$ cat src/verilog/arcade_pkg.sv
/*
 * Arcade I/O package
 * Shared types and constants for the platform glue around the game core:
 * pad, key and control words, colour and video bundles, DAC width and
 * PS/2 scan codes
 */

package arcade_pkg;

	// ========================================
	// Control words
	// ========================================

	// One gamepad, all levels active low
	typedef struct packed {
		logic up;
		logic down;
		logic left;
		logic right;
		logic fire1;
		logic fire2;
	} pad_t;

	// Keys currently held on the keyboard, active high
	typedef struct packed {
		logic fire;
		logic start1;
		logic start2;
		logic coin;
		logic left;
		logic right;
		logic down;
		logic up;
	} key_state_t;

	// Joystick word seen by the core, active low
	typedef struct packed {
		logic right;
		logic left;
		logic down;
		logic up;
	} joy_dir_t;

	// Player inputs seen by the core, active low, MSB first as the core expects
	typedef struct packed {
		logic r_coin;
		logic c_coin;
		logic l_coin;
		logic test;
		logic cocktail;
		logic slam;
		logic start2;
		logic start1;
		logic fire1;
		logic fire2;
	} player_in_t;

	// ========================================
	// Video
	// ========================================

	typedef struct packed {
		logic [2:0] r;
		logic [2:0] g;
		logic [2:0] b;
	} rgb3_t;

	typedef struct packed {
		logic [5:0] r;
		logic [5:0] g;
		logic [5:0] b;
	} rgb6_t;

	typedef struct packed {
		rgb3_t colour;
		logic  hsync;
		logic  vsync;
		logic  hblank;
		logic  vblank;
	} video_in_t;

	typedef struct packed {
		rgb6_t colour;
		logic  hsync;
		logic  vsync;
	} video_out_t;

	// ========================================
	// Constants
	// ========================================

	// Top bit of the sigma-delta input word
	localparam int DAC_MSBI = 15;

	// Set 2 scan codes, the arrows only count after the extended prefix
	localparam logic [7:0] SC_EXTENDED = 8'hE0;
	localparam logic [7:0] SC_BREAK    = 8'hF0;
	localparam logic [7:0] SC_SPACE    = 8'h29;
	localparam logic [7:0] SC_KEY1     = 8'h16;
	localparam logic [7:0] SC_KEY2     = 8'h1E;
	localparam logic [7:0] SC_KEY5     = 8'h2E;
	localparam logic [7:0] SC_LEFT     = 8'h6B;
	localparam logic [7:0] SC_RIGHT    = 8'h74;
	localparam logic [7:0] SC_DOWN     = 8'h72;
	localparam logic [7:0] SC_UP       = 8'h75;

endpackage

$ cat src/verilog/arcade_io_top.sv
/*
 * Arcade I/O top level
 * Platform glue for the game core: keyboard and pad controls in,
 * video and audio out, all on the system clock
 */

`timescale 1ns/1ps

module arcade_io_top (
	input  logic                   clk_sys_i,
	input  logic                   arst_n_i,
	input  logic                   ps2_clk_i,
	input  logic                   ps2_data_i,
	input  arcade_pkg::pad_t       pad0_i,
	input  arcade_pkg::pad_t       pad1_i,
	input  logic                   upright_i,
	input  logic                   test_mode_i,
	input  arcade_pkg::video_in_t  core_video_i,
	input  logic [3:0]             core_audio_i,
	output arcade_pkg::player_in_t player_in_o,
	output arcade_pkg::joy_dir_t   joy_dir_o,
	output arcade_pkg::video_out_t vga_o,
	output logic                   audio_l_o,
	output logic                   audio_r_o
);

	import arcade_pkg::*;

	logic [7:0] scan_code;
	logic       scan_valid;
	key_state_t key_state;

	// ========================================
	// Controls
	// ========================================

	ps2_receiver ps2_receiver (
		.clk_sys_i    (clk_sys_i),
		.arst_n_i     (arst_n_i),
		.ps2_clk_i    (ps2_clk_i),
		.ps2_data_i   (ps2_data_i),
		.scan_code_o  (scan_code),
		.scan_valid_o (scan_valid)
	);

	key_decoder key_decoder (
		.clk_sys_i    (clk_sys_i),
		.arst_n_i     (arst_n_i),
		.scan_code_i  (scan_code),
		.scan_valid_i (scan_valid),
		.key_state_o  (key_state)
	);

	control_mapper control_mapper (
		.clk_sys_i   (clk_sys_i),
		.arst_n_i    (arst_n_i),
		.key_state_i (key_state),
		.pad0_i      (pad0_i),
		.pad1_i      (pad1_i),
		.upright_i   (upright_i),
		.test_mode_i (test_mode_i),
		.player_in_o (player_in_o),
		.joy_dir_o   (joy_dir_o)
	);

	// ========================================
	// Audio and video
	// ========================================

	sigma_delta_dac sigma_delta_dac (
		.clk_sys_i (clk_sys_i),
		.arst_n_i  (arst_n_i),
		.sample_i  (core_audio_i),
		.dac_o     (audio_l_o)
	);

	// Mono core, both channels carry the same stream
	assign audio_r_o = audio_l_o;

	video_blank_expand video_blank_expand (
		.clk_sys_i (clk_sys_i),
		.arst_n_i  (arst_n_i),
		.video_i   (core_video_i),
		.video_o   (vga_o)
	);

endmodule

$ cat src/verilog/control_mapper.sv
/*
 * Control mapper
 * Merges keyboard and two pads into the core's active-low player and
 * joystick words, with an optional direction rotation for upright cabinets
 */

`timescale 1ns/1ps

module control_mapper (
	input  logic                   clk_sys_i,
	input  logic                   arst_n_i,
	input  arcade_pkg::key_state_t key_state_i,
	input  arcade_pkg::pad_t       pad0_i,
	input  arcade_pkg::pad_t       pad1_i,
	input  logic                   upright_i,
	input  logic                   test_mode_i,
	output arcade_pkg::player_in_t player_in_o,
	output arcade_pkg::joy_dir_t   joy_dir_o
);

	import arcade_pkg::*;

	// Pressed levels, active high
	logic     up_p, down_p, left_p, right_p;
	logic     fire1_p, fire2_p;
	joy_dir_t joy_nxt;

	// Registered player bits that actually move
	logic     c_coin_q, start2_q, start1_q, fire1_q, fire2_q;
	logic     test_q;

	assign up_p    = key_state_i.up    | ~pad0_i.up    | ~pad1_i.up;
	assign down_p  = key_state_i.down  | ~pad0_i.down  | ~pad1_i.down;
	assign left_p  = key_state_i.left  | ~pad0_i.left  | ~pad1_i.left;
	assign right_p = key_state_i.right | ~pad0_i.right | ~pad1_i.right;
	// Space fires both buttons
	assign fire1_p = key_state_i.fire  | ~pad0_i.fire1 | ~pad1_i.fire1;
	assign fire2_p = key_state_i.fire  | ~pad0_i.fire2 | ~pad1_i.fire2;

	// Upright cabinets mount the monitor turned, so the stick turns with it
	always_comb begin
		joy_nxt.up    = upright_i ? ~left_p  : ~up_p;
		joy_nxt.down  = upright_i ? ~right_p : ~down_p;
		joy_nxt.left  = upright_i ? ~down_p  : ~left_p;
		joy_nxt.right = upright_i ? ~up_p    : ~right_p;
	end

	always_ff @(posedge clk_sys_i or negedge arst_n_i) begin
		if (!arst_n_i) begin
			joy_dir_o <= '1;
			c_coin_q  <= 1'b1;
			start2_q  <= 1'b1;
			start1_q  <= 1'b1;
			fire1_q   <= 1'b1;
			fire2_q   <= 1'b1;
		end else begin
			joy_dir_o <= joy_nxt;
			c_coin_q  <= ~key_state_i.coin;
			start2_q  <= ~key_state_i.start2;
			start1_q  <= ~key_state_i.start1;
			fire1_q   <= ~fire1_p;
			fire2_q   <= ~fire2_p;
		end
	end

	// The test switch tracks its input even while reset is held
	always_ff @(posedge clk_sys_i) begin
		test_q <= ~test_mode_i;
	end

	// Unused coin slots, cocktail and slam tilt stay released
	assign player_in_o = '{r_coin: 1'b1, c_coin: c_coin_q, l_coin: 1'b1,
		test: test_q, cocktail: 1'b1, slam: 1'b1, start2: start2_q,
		start1: start1_q, fire1: fire1_q, fire2: fire2_q};

endmodule

$ cat src/verilog/key_decoder.sv
/*
 * Key decoder
 * Follows the extended and break prefixes of the scan code stream and
 * keeps one held level for each of the eight keys the game uses
 */

`timescale 1ns/1ps

module key_decoder (
	input  logic                   clk_sys_i,
	input  logic                   arst_n_i,
	input  logic [7:0]             scan_code_i,
	input  logic                   scan_valid_i,
	output arcade_pkg::key_state_t key_state_o
);

	import arcade_pkg::*;

	logic ext_q;
	logic brk_q;
	logic make;

	// A byte after F0 releases the key, anything else presses it
	assign make = ~brk_q;

	always_ff @(posedge clk_sys_i or negedge arst_n_i) begin
		if (!arst_n_i) begin
			ext_q       <= 1'b0;
			brk_q       <= 1'b0;
			key_state_o <= '0;
		end else if (scan_valid_i) begin
			if (scan_code_i == SC_EXTENDED) begin
				ext_q <= 1'b1;
			end else if (scan_code_i == SC_BREAK) begin
				brk_q <= 1'b1;
			end else begin
				// Any other byte ends the prefix sequence
				ext_q <= 1'b0;
				brk_q <= 1'b0;

				if (ext_q) begin
					// ========================================
					// Extended set: cursor keys
					// ========================================
					case (scan_code_i)
						SC_LEFT:  key_state_o.left  <= make;
						SC_RIGHT: key_state_o.right <= make;
						SC_DOWN:  key_state_o.down  <= make;
						SC_UP:    key_state_o.up    <= make;
						default:  ;
					endcase
				end else begin
					case (scan_code_i)
						SC_SPACE: key_state_o.fire   <= make;
						SC_KEY1:  key_state_o.start1 <= make;
						SC_KEY2:  key_state_o.start2 <= make;
						SC_KEY5:  key_state_o.coin   <= make;
						default:  ;
					endcase
				end
			end
		end
	end

endmodule

$ cat src/verilog/ps2_receiver.sv
/*
 * PS/2 receiver
 * Synchronises the keyboard clock and data lines, shifts in 11-bit frames
 * on falling clock edges and emits each checked byte with a one-cycle strobe
 */

`timescale 1ns/1ps

module ps2_receiver (
	input  logic       clk_sys_i,
	input  logic       arst_n_i,
	input  logic       ps2_clk_i,
	input  logic       ps2_data_i,
	output logic [7:0] scan_code_o,
	output logic       scan_valid_o
);

	// Two synchroniser stages plus one history bit on the clock line
	logic [2:0]  clk_sync_q;
	logic [1:0]  data_sync_q;
	logic        clk_fall;
	logic        data_s;

	// Start, data and parity bits, LSB first; the stop bit is checked live
	logic [9:0]  shift_q;
	logic [3:0]  bit_cnt_q;
	logic [12:0] idle_cnt_q;
	logic        frame_ok;

	assign clk_fall = clk_sync_q[2] & ~clk_sync_q[1];
	assign data_s   = data_sync_q[1];

	// Start low, stop high, odd parity over data and parity bit
	assign frame_ok = ~shift_q[0] & data_s & (^shift_q[9:1]);

	// Both lines idle high, so the synchronisers reset to ones
	always_ff @(posedge clk_sys_i or negedge arst_n_i) begin
		if (!arst_n_i) begin
			clk_sync_q  <= '1;
			data_sync_q <= '1;
		end else begin
			clk_sync_q  <= {clk_sync_q[1:0], ps2_clk_i};
			data_sync_q <= {data_sync_q[0], ps2_data_i};
		end
	end

	// ========================================
	// Frame counter, timeout and strobe
	// ========================================

	always_ff @(posedge clk_sys_i or negedge arst_n_i) begin
		if (!arst_n_i) begin
			bit_cnt_q    <= '0;
			idle_cnt_q   <= '0;
			scan_valid_o <= 1'b0;
		end else begin
			scan_valid_o <= 1'b0;
			if (clk_fall) begin
				idle_cnt_q <= '0;
				if (bit_cnt_q == 4'd10) begin
					bit_cnt_q    <= '0;
					scan_valid_o <= frame_ok;
				end else begin
					bit_cnt_q <= bit_cnt_q + 4'd1;
				end
			end else if (idle_cnt_q[12]) begin
				// Line went quiet mid-frame, start over at the next start bit
				bit_cnt_q <= '0;
			end else begin
				idle_cnt_q <= idle_cnt_q + 13'd1;
			end
		end
	end

	// Payload path
	always_ff @(posedge clk_sys_i) begin
		if (clk_fall) begin
			if (bit_cnt_q != 4'd10) begin
				shift_q <= {data_s, shift_q[9:1]};
			end else begin
				scan_code_o <= shift_q[8:1];
			end
		end
	end

endmodule

$ cat src/verilog/sigma_delta_dac.sv
/*
 * Sigma-delta audio DAC
 * Repeats the 4-bit sample to the full DAC width and drives a first-order
 * accumulator whose carry gives a one-bit pulse-density stream
 */

`timescale 1ns/1ps

module sigma_delta_dac (
	input  logic       clk_sys_i,
	input  logic       arst_n_i,
	input  logic [3:0] sample_i,
	output logic       dac_o
);

	import arcade_pkg::*;

	logic [DAC_MSBI:0]   dac_in;
	logic [DAC_MSBI:0]   acc_q;
	logic [DAC_MSBI+1:0] sum;

	// Repeating the nibble maps 0..F onto 0..FFFF evenly
	assign dac_in = {4{sample_i}};
	assign sum    = {1'b0, acc_q} + {1'b0, dac_in};

	// The carry out fires dac_in times per full turn of the accumulator
	always_ff @(posedge clk_sys_i or negedge arst_n_i) begin
		if (!arst_n_i) begin
			acc_q <= '0;
			dac_o <= 1'b0;
		end else begin
			acc_q <= sum[DAC_MSBI:0];
			dac_o <= sum[DAC_MSBI+1];
		end
	end

endmodule

$ cat src/verilog/video_blank_expand.sv
/*
 * Video blank and expand
 * Forces black during blanking, widens 3-bit colour to 6 bits and
 * registers colour and sync together
 */

`timescale 1ns/1ps

module video_blank_expand (
	input  logic                   clk_sys_i,
	input  logic                   arst_n_i,
	input  arcade_pkg::video_in_t  video_i,
	output arcade_pkg::video_out_t video_o
);

	import arcade_pkg::*;

	logic  visible;
	rgb6_t colour_wide;

	assign visible = ~(video_i.hblank | video_i.vblank);

	// Bit repetition keeps full white at full scale
	always_comb begin
		colour_wide.r = {video_i.colour.r, video_i.colour.r};
		colour_wide.g = {video_i.colour.g, video_i.colour.g};
		colour_wide.b = {video_i.colour.b, video_i.colour.b};
	end

	always_ff @(posedge clk_sys_i or negedge arst_n_i) begin
		if (!arst_n_i) begin
			video_o <= '0;
		end else begin
			video_o.colour <= visible ? colour_wide : '0;
			video_o.hsync  <= video_i.hsync;
			video_o.vsync  <= video_i.vsync;
		end
	end

endmodule

$ cat config.mk
export PLATFORM = sky130hd
export DESIGN_NAME = arcade_io_top
export DESIGN_NICKNAME = d
export VERILOG_FILES = /design/src/verilog/arcade_pkg.sv /design/src/verilog/arcade_io_top.sv /design/src/verilog/control_mapper.sv /design/src/verilog/key_decoder.sv /design/src/verilog/ps2_receiver.sv /design/src/verilog/sigma_delta_dac.sv /design/src/verilog/video_blank_expand.sv
export SDC_FILE = /design/constraint.sdc
export NUM_CORES = 1
export LEC_CHECK = 0
export ABC_AREA = 1
export BUFFER_PORTS_ARGS = -buffer_cell sky130_fd_sc_hd__buf_2
export CAP_MARGIN = 20
export CORE_ASPECT_RATIO = 1.4
export CORE_MARGIN = 4
export CORE_UTILIZATION = 35
export DETAILED_ROUTE_END_ITERATION = 7
export PLACE_DENSITY = 0.63
export SETUP_SLACK_MARGIN = 0.2
export SLEW_MARGIN = 5
export SYNTH_ARGS = -nofsm -noshare
export SYNTH_HDL_FRONTEND = slang
export SYNTH_SLANG_ARGS = --single-unit
$ cat constraint.sdc
create_clock -name clk_sys_i -period 3.8 [get_ports clk_sys_i]
set_clock_uncertainty 0.15 [all_clocks]
set_input_delay 0.19 -clock clk_sys_i [delete_from_list [all_inputs] [get_ports clk_sys_i]]
set_output_delay 0.19 -clock clk_sys_i [all_outputs]
set_load 0.02 [all_outputs]
# Word level (Yosys, flattened, before mapping)
# Cells that the tools add are included.
[totals]
latchBits = 0
in_bits = 35
mem_count = 0
out_inout_bits = 36
romBits = 0
register_bits = 98
ram_bits = 0
elab_cells = 126
[op_classes]
shift = 0
bitwise_logic = 45
magnitude_cmp = 0
n_addsub = 3
n_mux = 15
n_div = 0
reduce_logical = 14
mul = 0
n_eq_ne = 14
[ops]
columns = ["cell", "n"]
rows = [
  ["$reduce_and 5->1", 8],
  ["$eq 8x7->1 const B", 4],
  ["$not 1->1", 29],
  ["$mux 13", 2],
  ["$mux 18", 1],
  ["$add 16x16->17", 1],
  ["$eq 8x5->1 const B", 2],
  ["$eq 8x6->1 const B", 2],
  ["$eq 8x8->1 const B", 2],
  ["$add 13x1->13 const B", 1],
  ["$or 1x1->1", 13],
  ["$mux 4", 3],
  ["$mux 1", 9],
  ["$reduce_xor 9->1", 1],
  ["$reduce_and 2->1", 4],
  ["$add 4x1->4 const B", 1],
  ["$eq 4x4->1 const B", 1],
  ["$ne 2x1->1 const B", 2],
  ["$ne 4x4->1 const B", 1],
  ["$and 1x1->1", 3],
  ["$reduce_bool 2->1", 1],
]

# Depth between registers and ports, before layout
# Gate-level depths: netlist (run 1).
[depth]
ltp_word = 5
depth_mapped = 10
ltp_nobuf = 10

# Hierarchy
# Synthesis (run 1) repeated with hierarchy kept, for this count alone.
[hier_totals]
cells_unflattened = 552
area_unflattened_um2 = 4730.8
[modules_own_cells]
columns = ["module", "seq_area_each_um2", "area_each_um2", "cells_per_inst", "n_inst"]
rows = [
  ["ps2_receiver", 1122.3, 1742.9, 159, 1],
  ["sigma_delta_dac", 425.4, 1398.8, 201, 1],
  ["key_decoder", 250.2, 683.2, 96, 1],
  ["control_mapper", 256.5, 469.2, 54, 1],
  ["video_blank_expand", 275.3, 429.2, 41, 1],
  ["arcade_io_top", 0.0, 7.5, 1, 1],
]

# Least setup slack after synthesis (run 1)
# OpenSTA, ideal clock, no wires.
[synth_timing]
kind = "register to register"
startpoint = "reg ps2_receiver.bit_cnt_q[0]"
endpoint = "reg ps2_receiver.shift_q[0] (enable)"
n_path_buf = 0
path_stages_with_launch = 6
arrival_ns = 1.222
required_time_ns = 3.271
path_slack_ns = 2.049
synth_period_minus_slack_ns = 1.751
cell_sequence = "dfrtp_1 inv_1 ha_1 nand3_1 inv_1 nor2_1"
[synth_between]
elab_chain_cells = 2
[synth_rtl]
columns = ["element", "line_no", "rtl"]
rows = [
  ["start, declared", "ps2_receiver.sv:26", "logic [3:0] bit_cnt_q;"],
  ["start signal, assigned", "ps2_receiver.sv:64", "bit_cnt_q <= bit_cnt_q + 4'd1;"],
  ["$ne 4x4->1", "ps2_receiver.sv:78", "if (bit_cnt_q != 4'd10) begin"],
  ["$reduce_and 2->1 (no source line)", "-", ""],
  ["end signal, assigned", "ps2_receiver.sv:79", "shift_q <= {data_s, shift_q[9:1]};"],
  ["end, declared", "ps2_receiver.sv:25", "logic [9:0] shift_q;"],
]
# No other way between the ends.
# A chain may end at the register's enable or synchronous reset.

# Worst setup path in the final report (run 1)
[layout_timing]
startpoint = "reg ps2_receiver.clk_sync_q[2]"
endpoint = "reg ps2_receiver.bit_cnt_q[3]"
[layout_between]
elab_chain_cells = 2
word_cells_on_any_way = 3
[layout_rtl]
columns = ["element", "line_no", "rtl"]
rows = [
  ["start, declared", "ps2_receiver.sv:19", "logic [2:0] clk_sync_q;"],
  ["start signal, assigned", "ps2_receiver.sv:42", "clk_sync_q <= {clk_sync_q[1:0], ps2_clk_i};"],
  ["$and 1x1->1 *", "ps2_receiver.sv:30", "assign clk_fall = clk_sync_q[2] & ~clk_sync_q[1];"],
  ["$mux 4 or $reduce_bool 2->1 (tied branches)", "-", ""],
]
# Every way passes the cells marked *; elsewhere a longest branch is shown, timed or not.

==> results of run 1 <==
## cell type report
type,instances,share of cell area (%)
Clock inverter,7,1.22
Tap cell,150,3.44
Inverter,84,5.78
Clock buffer,9,4.13
Multi-Input combinational cell,331,31.7
Timing Repair Buffer,93,11.0
Sequential cell,89,42.7
## sequential cells by signal, indices dropped and copies added, names as in the netlist, 2 cells and up
| name | count |
|---|---|
| sigma_delta_dac.acc_q | 16 |
| video_blank_expand.video_o | 11 |
| ps2_receiver.shift_q | 10 |
| key_decoder.key_state_o | 8 |
| ps2_receiver.bit_cnt_q | 4 |
| ps2_receiver.idle_cnt_q | 13 |
| ps2_receiver.clk_sync_q | 3 |
| ps2_receiver.data_sync_q | 2 |
| ps2_receiver.scan_code_o | 8 |
| control_mapper.joy_dir_o | 4 |
## layout by cell type, fill, tap and decap left out, types with 3 or more instances in the layout
cell type / n
a21oi_1: 23
and2_1: 3
buf_2: 66
clkbuf_16: 9
conb_1: 4
dfrtp_1: 56
dfstp_2: 14
dlygate4sd3_1: 26
edfxtp_1: 18
ha_1: 19
inv_1: 82
inv_6: 3
nand2_1: 128
nand3_1: 34
nand3b_1: 4
nand4_1: 6
nor2_1: 44
nor2_2: 5
nor2_4: 3
nor3_1: 9
o21ai_0: 21
xnor2_1: 4
xor2_1: 7
## cell families (layout without fill, tap and decap cells)
group           after synthesis  in the layout  share of synthesized area [%]
xor+xnor                     11             11                           2.13
other cells                   1              4                         0.0829
fa+ha+maj                    20             20                           5.70
simple gates                243            243                           23.6
compound gates               53             53                           6.47
flops                        89             89                           51.5
buf+inv                     107            193                           10.6
## through the flow
step	cell area, um2	hold slack [ps]	setup slack (ps)
after CTS	5450	14.5	1600
after global placement	4900	148	1750
after detailed placement	4900	151	1590
after floorplan	4540	-256	2050
final	5450	32.5	1600
after global routing	5450	60.8	1350
## what timing repair did
item                                    4_1_cts  5_1_grt
endpoints found under the setup margin        0        0
hold endpoints to repair                     46        0
hold buffers                                 26        0
## metal layers
metal | vias up | wire length (um)
met3 | 12 | 301
met5 | - | 0
met4 | 0 | 182
met1 | 1639 | 3790
met2 | 71 | 4750
li1 | 1800 | -
## power by group through the flow
stage               registers [mW]  logic, mW  clock network (mW)
floorplan                     1.25      0.765                   0
global placement              1.25      0.970                   0
detailed placement            1.25      0.992                   0
CTS                           1.24       1.01               0.905
global route                  1.26       1.18               0.941
finish                        1.24       1.01               0.867
## final timing paths
| path | to | start | slack (ps) |
|---|---|---|---|
| max | ps2_receiver.bit_cnt_q[3]$_DFFE_PN0P_ | ps2_receiver.clk_sync_q[2]$_DFF_PN1_ | 1600 |
| min | control_mapper.joy_dir_o[2]$_DFF_PN1_ | pad1_i[4] | 30 |
| max reg2reg | ps2_receiver.bit_cnt_q[3]$_DFFE_PN0P_ | ps2_receiver.clk_sync_q[2]$_DFF_PN1_ | 1600 |
| min reg2reg | ps2_receiver.clk_sync_q[1]$_DFF_PN1_ | ps2_receiver.clk_sync_q[0]$_DFF_PN1_ | 200 |
| max in group asynchronous | control_mapper.joy_dir_o[0]$_DFF_PN1_ | arst_n_i | 2170 |
| min in group asynchronous | sigma_delta_dac.acc_q[0]$_DFF_PN0_ | arst_n_i | 330 |
## worst register-to-register path, stage by stage, from the launching register on
cell     delay [ps]
dfstp_2         520
nand2_1         270
nor2_1          810
inv_1           170
o21ai_0         210
==> impl_results.md, run 1 <==
* Post-route insts no fill at 763
* Mapped Avg Cell Area at 8.64 um2
* Synthesis-to-layout area growth at 20.5%
* Initial antenna violation count at 0
* Met1 GRT Util at 14.4%
* Die height at 143 um
* Crit-path max FO at 14
* Unrepaired setup endpoints after global routing: false
* Crit. path cell count at 4
* Top Usage Layer GRT: met2
* Post-synthesis instance total at 524
* Largest net degree at the start of global routing at 39
* Hold path cells at 5
* Comb power frac at 32.3%
* Htree depth at 3
* Sw Share at 35.9%
* Antenna cells at 0
* Synth cell count leaders: nand2_1, inv_1, dfrtp_1
* Post-DR vias/cell at 4.62
* CTS tree: done
* Worst skew pair latency at 340 ps
* Synth warn at 0
* Layout cells sized above 1 at 18.8%
* Setup bufs post-CTS at 0
* Initial drt markers at 167
* Post-synth ARST share at 78.7%
* Vias in the first global route at 3700
* Starting Density at 36.2%
* #FFs+latches synth at 89
* Req. time, crit path at 3910 ps
* Multi-input logic area at 1730 um2
* Clk slew on worst S/H paths at 70 ps
* Critical Path Slowest Stage Cell: nor2_1
* CTS Buffer Depth at 2
* Die Area at 14800 um2
* Unique masters post-synth at 37
* Slew headroom at 38.6%
* Slowest Stage Delay on Critical Path at 810 ps
* Switch Pwr at 1.12 mW
* CTS resizes at 0
* NumNets Final at 663
* Mapped Area at 4530 um2
* Final slew viol count at 0
* M2 GR Usage at 25.0%
* Prevailing post-synth register cell: dfrtp_1
* CTS Buf Count at 9
* Leading area contributor after synthesis: dfrtp_1
* Pre-antenna DRT Iters at 5
* Max VDD drop at 0.231 mV
* Clock Sinks at 89
* EDFF count, synth at 18
* Top-area cell type share of the netlist area at 31.0%
* Status: finished clean
* Post-layout min period at 2200 ps
* Final GP Congestion at 0.815
* Final wirelength at 9030 um
* Clk root buf: clkbuf_16
* Final period utilization at 58.0%
* Port bufs at 66
* PD cells at 570 nW/um2
* First-pass GRT wire length at 16200 um
* Setup-failing EPs final at 0
* ANT nets after route at 0
* Setup Crit Path Kind: reg2reg
* Int Power at 1.99 mW
* Core Area at 12500 um2
* Reg power frac at 39.8%
* R2R depth at 4
* Final Power at 3.11 mW
* CP Capture Type: register
* Clock power frac at 27.9%
* Fillers at 1188
* Most frequent cell after synthesis: nand2_1
* Share of the yosys chip area belonging to registers at 51.5%
* Fmax at 0.454 GHz
* Finished Core Util at 43.6%
* Area contributors post-synth: dfrtp_1, edfxtp_1, nand2_1, dfstp_2, inv_1
* HPWL Detailed at 6600 um
* Tightest Pin Transition at 918 ps
* CP Cell Sequence: nand2_1 > nor2_1 > inv_1 > o21ai_0
* Register Area at 2330 um2
* Die Span X at 104 um
* Final setup TNS at 0 ps
* Crit path DAT at 2310 ps
* Wirelength per Cell at 11.8 um
* Final Hold Vio Count at 0
* M3 GR Usage at 2.59%
* Startpoint types: register
* Global Route Usage Sum at 13.3%
* Hold Crit Class: in2reg
* # rows at 48
* Routed vias at 3522
* CP Buf/Inv Count at 1
* I/O pins at 71
* Max-capacitance violation count at 0
* Leakage power at 2.79 nW
* Family with the most delay on the worst path: simple AND/OR/NAND/NOR gates
* Remaining global-route overflow at 0
* DRC viols at 0
* Dpl cells at 721
(Power assumes the default switching activity.)
==> run 2: changes to the inputs <==
--- a/config.mk
+++ b/config.mk
@@ -5,14 +5,14 @@
 export SDC_FILE = /design/constraint.sdc
 export NUM_CORES = 1
 export LEC_CHECK = 0
-export ABC_AREA = 1
+export ABC_AREA = 0
 export BUFFER_PORTS_ARGS = -buffer_cell sky130_fd_sc_hd__buf_2
 export CAP_MARGIN = 20
 export CORE_ASPECT_RATIO = 1.4
 export CORE_MARGIN = 4
 export CORE_UTILIZATION = 35
 export DETAILED_ROUTE_END_ITERATION = 7
-export PLACE_DENSITY = 0.63
+export PLACE_DENSITY = 0.65
 export SETUP_SLACK_MARGIN = 0.2
 export SLEW_MARGIN = 5
 export SYNTH_ARGS = -nofsm -noshare
==> constraint.sdc (replaced) <==
create_clock -name clk_sys_i -period 2.02 [get_ports clk_sys_i]
set_clock_uncertainty 0.15 [all_clocks]
set_input_delay 0.101 -clock clk_sys_i [delete_from_list [all_inputs] [get_ports clk_sys_i]]
set_output_delay 0.101 -clock clk_sys_i [all_outputs]
set_load 0.02 [all_outputs]
==> run 2 against run 1 <==
Compared with the run above: the run now ends with negative setup slack left; final area grew 1.0%; critical path depth grew 3; setup slack lost 1700 ps; cell count shrank 17%; routed wire length shrank 7.9%; die area shrank 5.3%; clock power grew 88%; power grew 99%; worst hold slack lost 13 ps; register-to-register slack lost 1700 ps; critical endpoint is now sigma_delta_dac.acc_q[10]$_DFF_PN0_; largest power group is now combinational cells; highest routed layer unchanged.
==> impl_results.md, run 2 <==
* Most frequent cell after synthesis: dfrtp_1
* Pre-antenna DRT Iters at 4
* NumNets Final at 534
* Post-synthesis mux area share at 0.762%
* I/O pins at 71
* DRC viols at 0
* Final wirelength at 8320 um
* Starting Density at 35.9%
* Die height at 139 um
* Post-synth ARST share at 78.7%
* Post-layout min period at 2090 ps
* Most common cell after layout, fill and taps aside: buf_2
* Core Area at 11900 um2
* Die Area at 14100 um2
* CTS Buffer Depth at 2
* Fillers at 1076
* Comb power frac at 37.2%
* Initial antenna violation count at 0
* Hold Crit Class: in2reg
* Compound-Gate Fraction of Synth Area at 11.4%
* Max reg flops at 16
* CTS tree: done
* # rows at 47
* Remaining global-route overflow at 0
* Dpl ws at -70.7 ps
* Crit path DAT at 2210 ps
* Routed vias at 3112
* CP Capture Type: register
* Die Span X at 101 um
* Prevailing post-synth register cell: dfrtp_1
* Antenna cells at 0
* Synth cell count leaders: dfrtp_1, nor2_1, nand2_1
* Placed cell area at 4760 um2
* Fmax at 0.479 GHz
* PD cells at 1120 nW/um2
* Largest net degree at the start of global routing at 71
* Final Hold Vio Count at 0
* #FFs+latches synth at 89
* Finished Core Util at 46.4%
* Multi-input logic area at 1850 um2
* Layout cells sized above 1 at 29.1%
* EDFF count, synth at 18
* Unique masters post-synth at 57
* ANT nets after route at 0
* Register Area at 2330 um2
* Clock power frac at 26.3%
* Area contributors post-synth: dfrtp_1, edfxtp_1, dfstp_2, ha_1, buf_4
* Leakage power at 2.47 nW
* Clk slew on worst S/H paths at 80 ps
* Critical Path Slowest Stage Cell: or4_1
* Unrepaired setup endpoints after global routing: true
* Vias in the first global route at 3122
* Crit-path max FO at 2
* Worst skew pair latency at 340 ps
* Post-synthesis xor/xnor area fraction at 5.33%
* Dpl cells at 576
* Failing checks: negative setup slack
* Int Power at 4.06 mW
* Port bufs at 66
* Final instance area at 5510 um2
* Min Hold Slack at 19.6 ps
* Switch Pwr at 2.13 mW
* Largest reg by FF count: sigma_delta_dac.acc_q
* Final Power at 6.19 mW
* Synth warn at 0
* CP Cell Sequence: ha_2 > fa_2 > a211oi_2 > o21a_2 > o21ai_2 > or4_1 > nand3_1
* HPWL Detailed at 5650 um
* Top-area cell type share of the netlist area at 32.8%
* Post-route insts no fill at 631
* Final GP Congestion at 0.784
* Initial drt markers at 135
* Max-capacitance violation count at 0
* Wirelength per Cell at 13.2 um
* Most frequent cells in the layout: buf_2, dfrtp_1, dlygate4sd3_1
* Synthesis-to-layout area growth at 29.0%
* Mapped Avg Cell Area at 11.4 um2
* Htree depth at 3
* Adder-Cell Fraction of Synth Area at 6.04%
* Status: finished, violations left
* Regs by FF count: sigma_delta_dac.acc_q: 16 flops, ps2_receiver.idle_cnt_q: 13 flops, video_blank_expand.video_o: 11 flops
* Setup ws final at -68.9 ps
* Post-synthesis instance total at 376
* Setup-failing EPs final at 3
* Synth Area in Simple Gates at 16.9%
* Slowest Stage Delay on Critical Path at 390 ps
* Max VDD drop at 0.779 mV
* Global Route Usage Sum at 12.3%
* Share of the yosys chip area belonging to registers at 54.6%
* CTS Buf Count at 9
* Final period utilization at 103%
* Main combinational cell family by area after synthesis: simple AND/OR/NAND/NOR gates
* Leading area contributor after synthesis: dfrtp_1
* Mapped Area at 4270 um2
* Req. time, crit path at 2140 ps
* First-pass GRT wire length at 14100 um
* Post-DR vias/cell at 4.93
* Startpoint types: register
* Final setup TNS at -150 ps
* Reg power frac at 36.5%
* Final slew viol count at 0
* Setup Crit Path Kind: reg2reg
* Clk root buf: clkbuf_16
* Clock Sinks at 89
* Sw Share at 34.4%
==> run 2: layer usage <==
layer  vias to the layer above  share of wire (%)  wire length (um)  GRT usage, %
li1                       1527                  -                 -             -
met1                      1522                 40              3310          13.9
met2                        54                 55              4590          22.2
met3                         9                3.4               286          2.72
met4                         0                1.5               127          4.41
met5                         -                  0                 0             0
==> run 2: final cells by class <==
cell class	instances	share of cell area [%]
Clock buffer	9	4.09
Tap cell	147	3.34
Timing Repair Buffer	116	14.9
Clock inverter	7	1.27
Inverter	9	0.613
Multi-Input combinational cell	254	33.5
Sequential cell	89	42.3
==> run 2: worst max-delay path, delay by kind of cell (launching register included) <==
family / cells / cell delay, ps
fa+ha+maj: 2 / 530
compound gates: 3 / 480
flops: 1 / 370
simple gates: 2 / 480
==> run 2: power by group through the flow <==
stage | clock network [mW] | registers (mW) | logic, mW
2_1_floorplan | 0 | 2.29 | 1.59
3_3_place_gp | 0 | 2.29 | 2.02
5_1_grt | 1.76 | 2.29 | 2.54
3_5_place_dp | 0 | 2.29 | 2.05
4_1_cts | 1.70 | 2.26 | 2.22
6_report | 1.63 | 2.26 | 2.30
==> run 2: path summary, 6_finish.rpt <==
check,from,endpoint,slack (ps),cells after the start
setup / recovery,sigma_delta_dac.acc_q[0]$_DFF_PN0_,sigma_delta_dac.acc_q[10]$_DFF_PN0_,-70,7
hold / removal,pad0_i[3],control_mapper.joy_dir_o[0]$_DFF_PN1_,20,4
setup reg to reg,sigma_delta_dac.acc_q[0]$_DFF_PN0_,sigma_delta_dac.acc_q[10]$_DFF_PN0_,-70,7
hold reg to reg,ps2_receiver.data_sync_q[0]$_DFF_PN1_,ps2_receiver.data_sync_q[1]$_DFF_PN1_,210,0
max in group asynchronous,arst_n_i,control_mapper.fire2_q$_DFF_PN1_,1210,3
min in group asynchronous,arst_n_i,key_decoder.key_state_o[7]$_DFFE_PN0P_,160,3
==> run 2: kinds of logic after synthesis <==
family          Yosys count
other cells               1
simple gates            128
mux                       3
buf+inv                  36
fa+ha+maj                20
xor+xnor                 26
compound gates           73
flops                    89
==> run 2: repair_timing <==
action | 4_1_cts | 5_1_grt
buffers inserted | 3 | 1
hold endpoints to repair | 91 | 0
pin swaps | 2 | 8
resized for setup | 7 | 7
hold buffers | 35 | 0
gates cloned | 0 | 0
setup endpoints to repair | 11 | 12
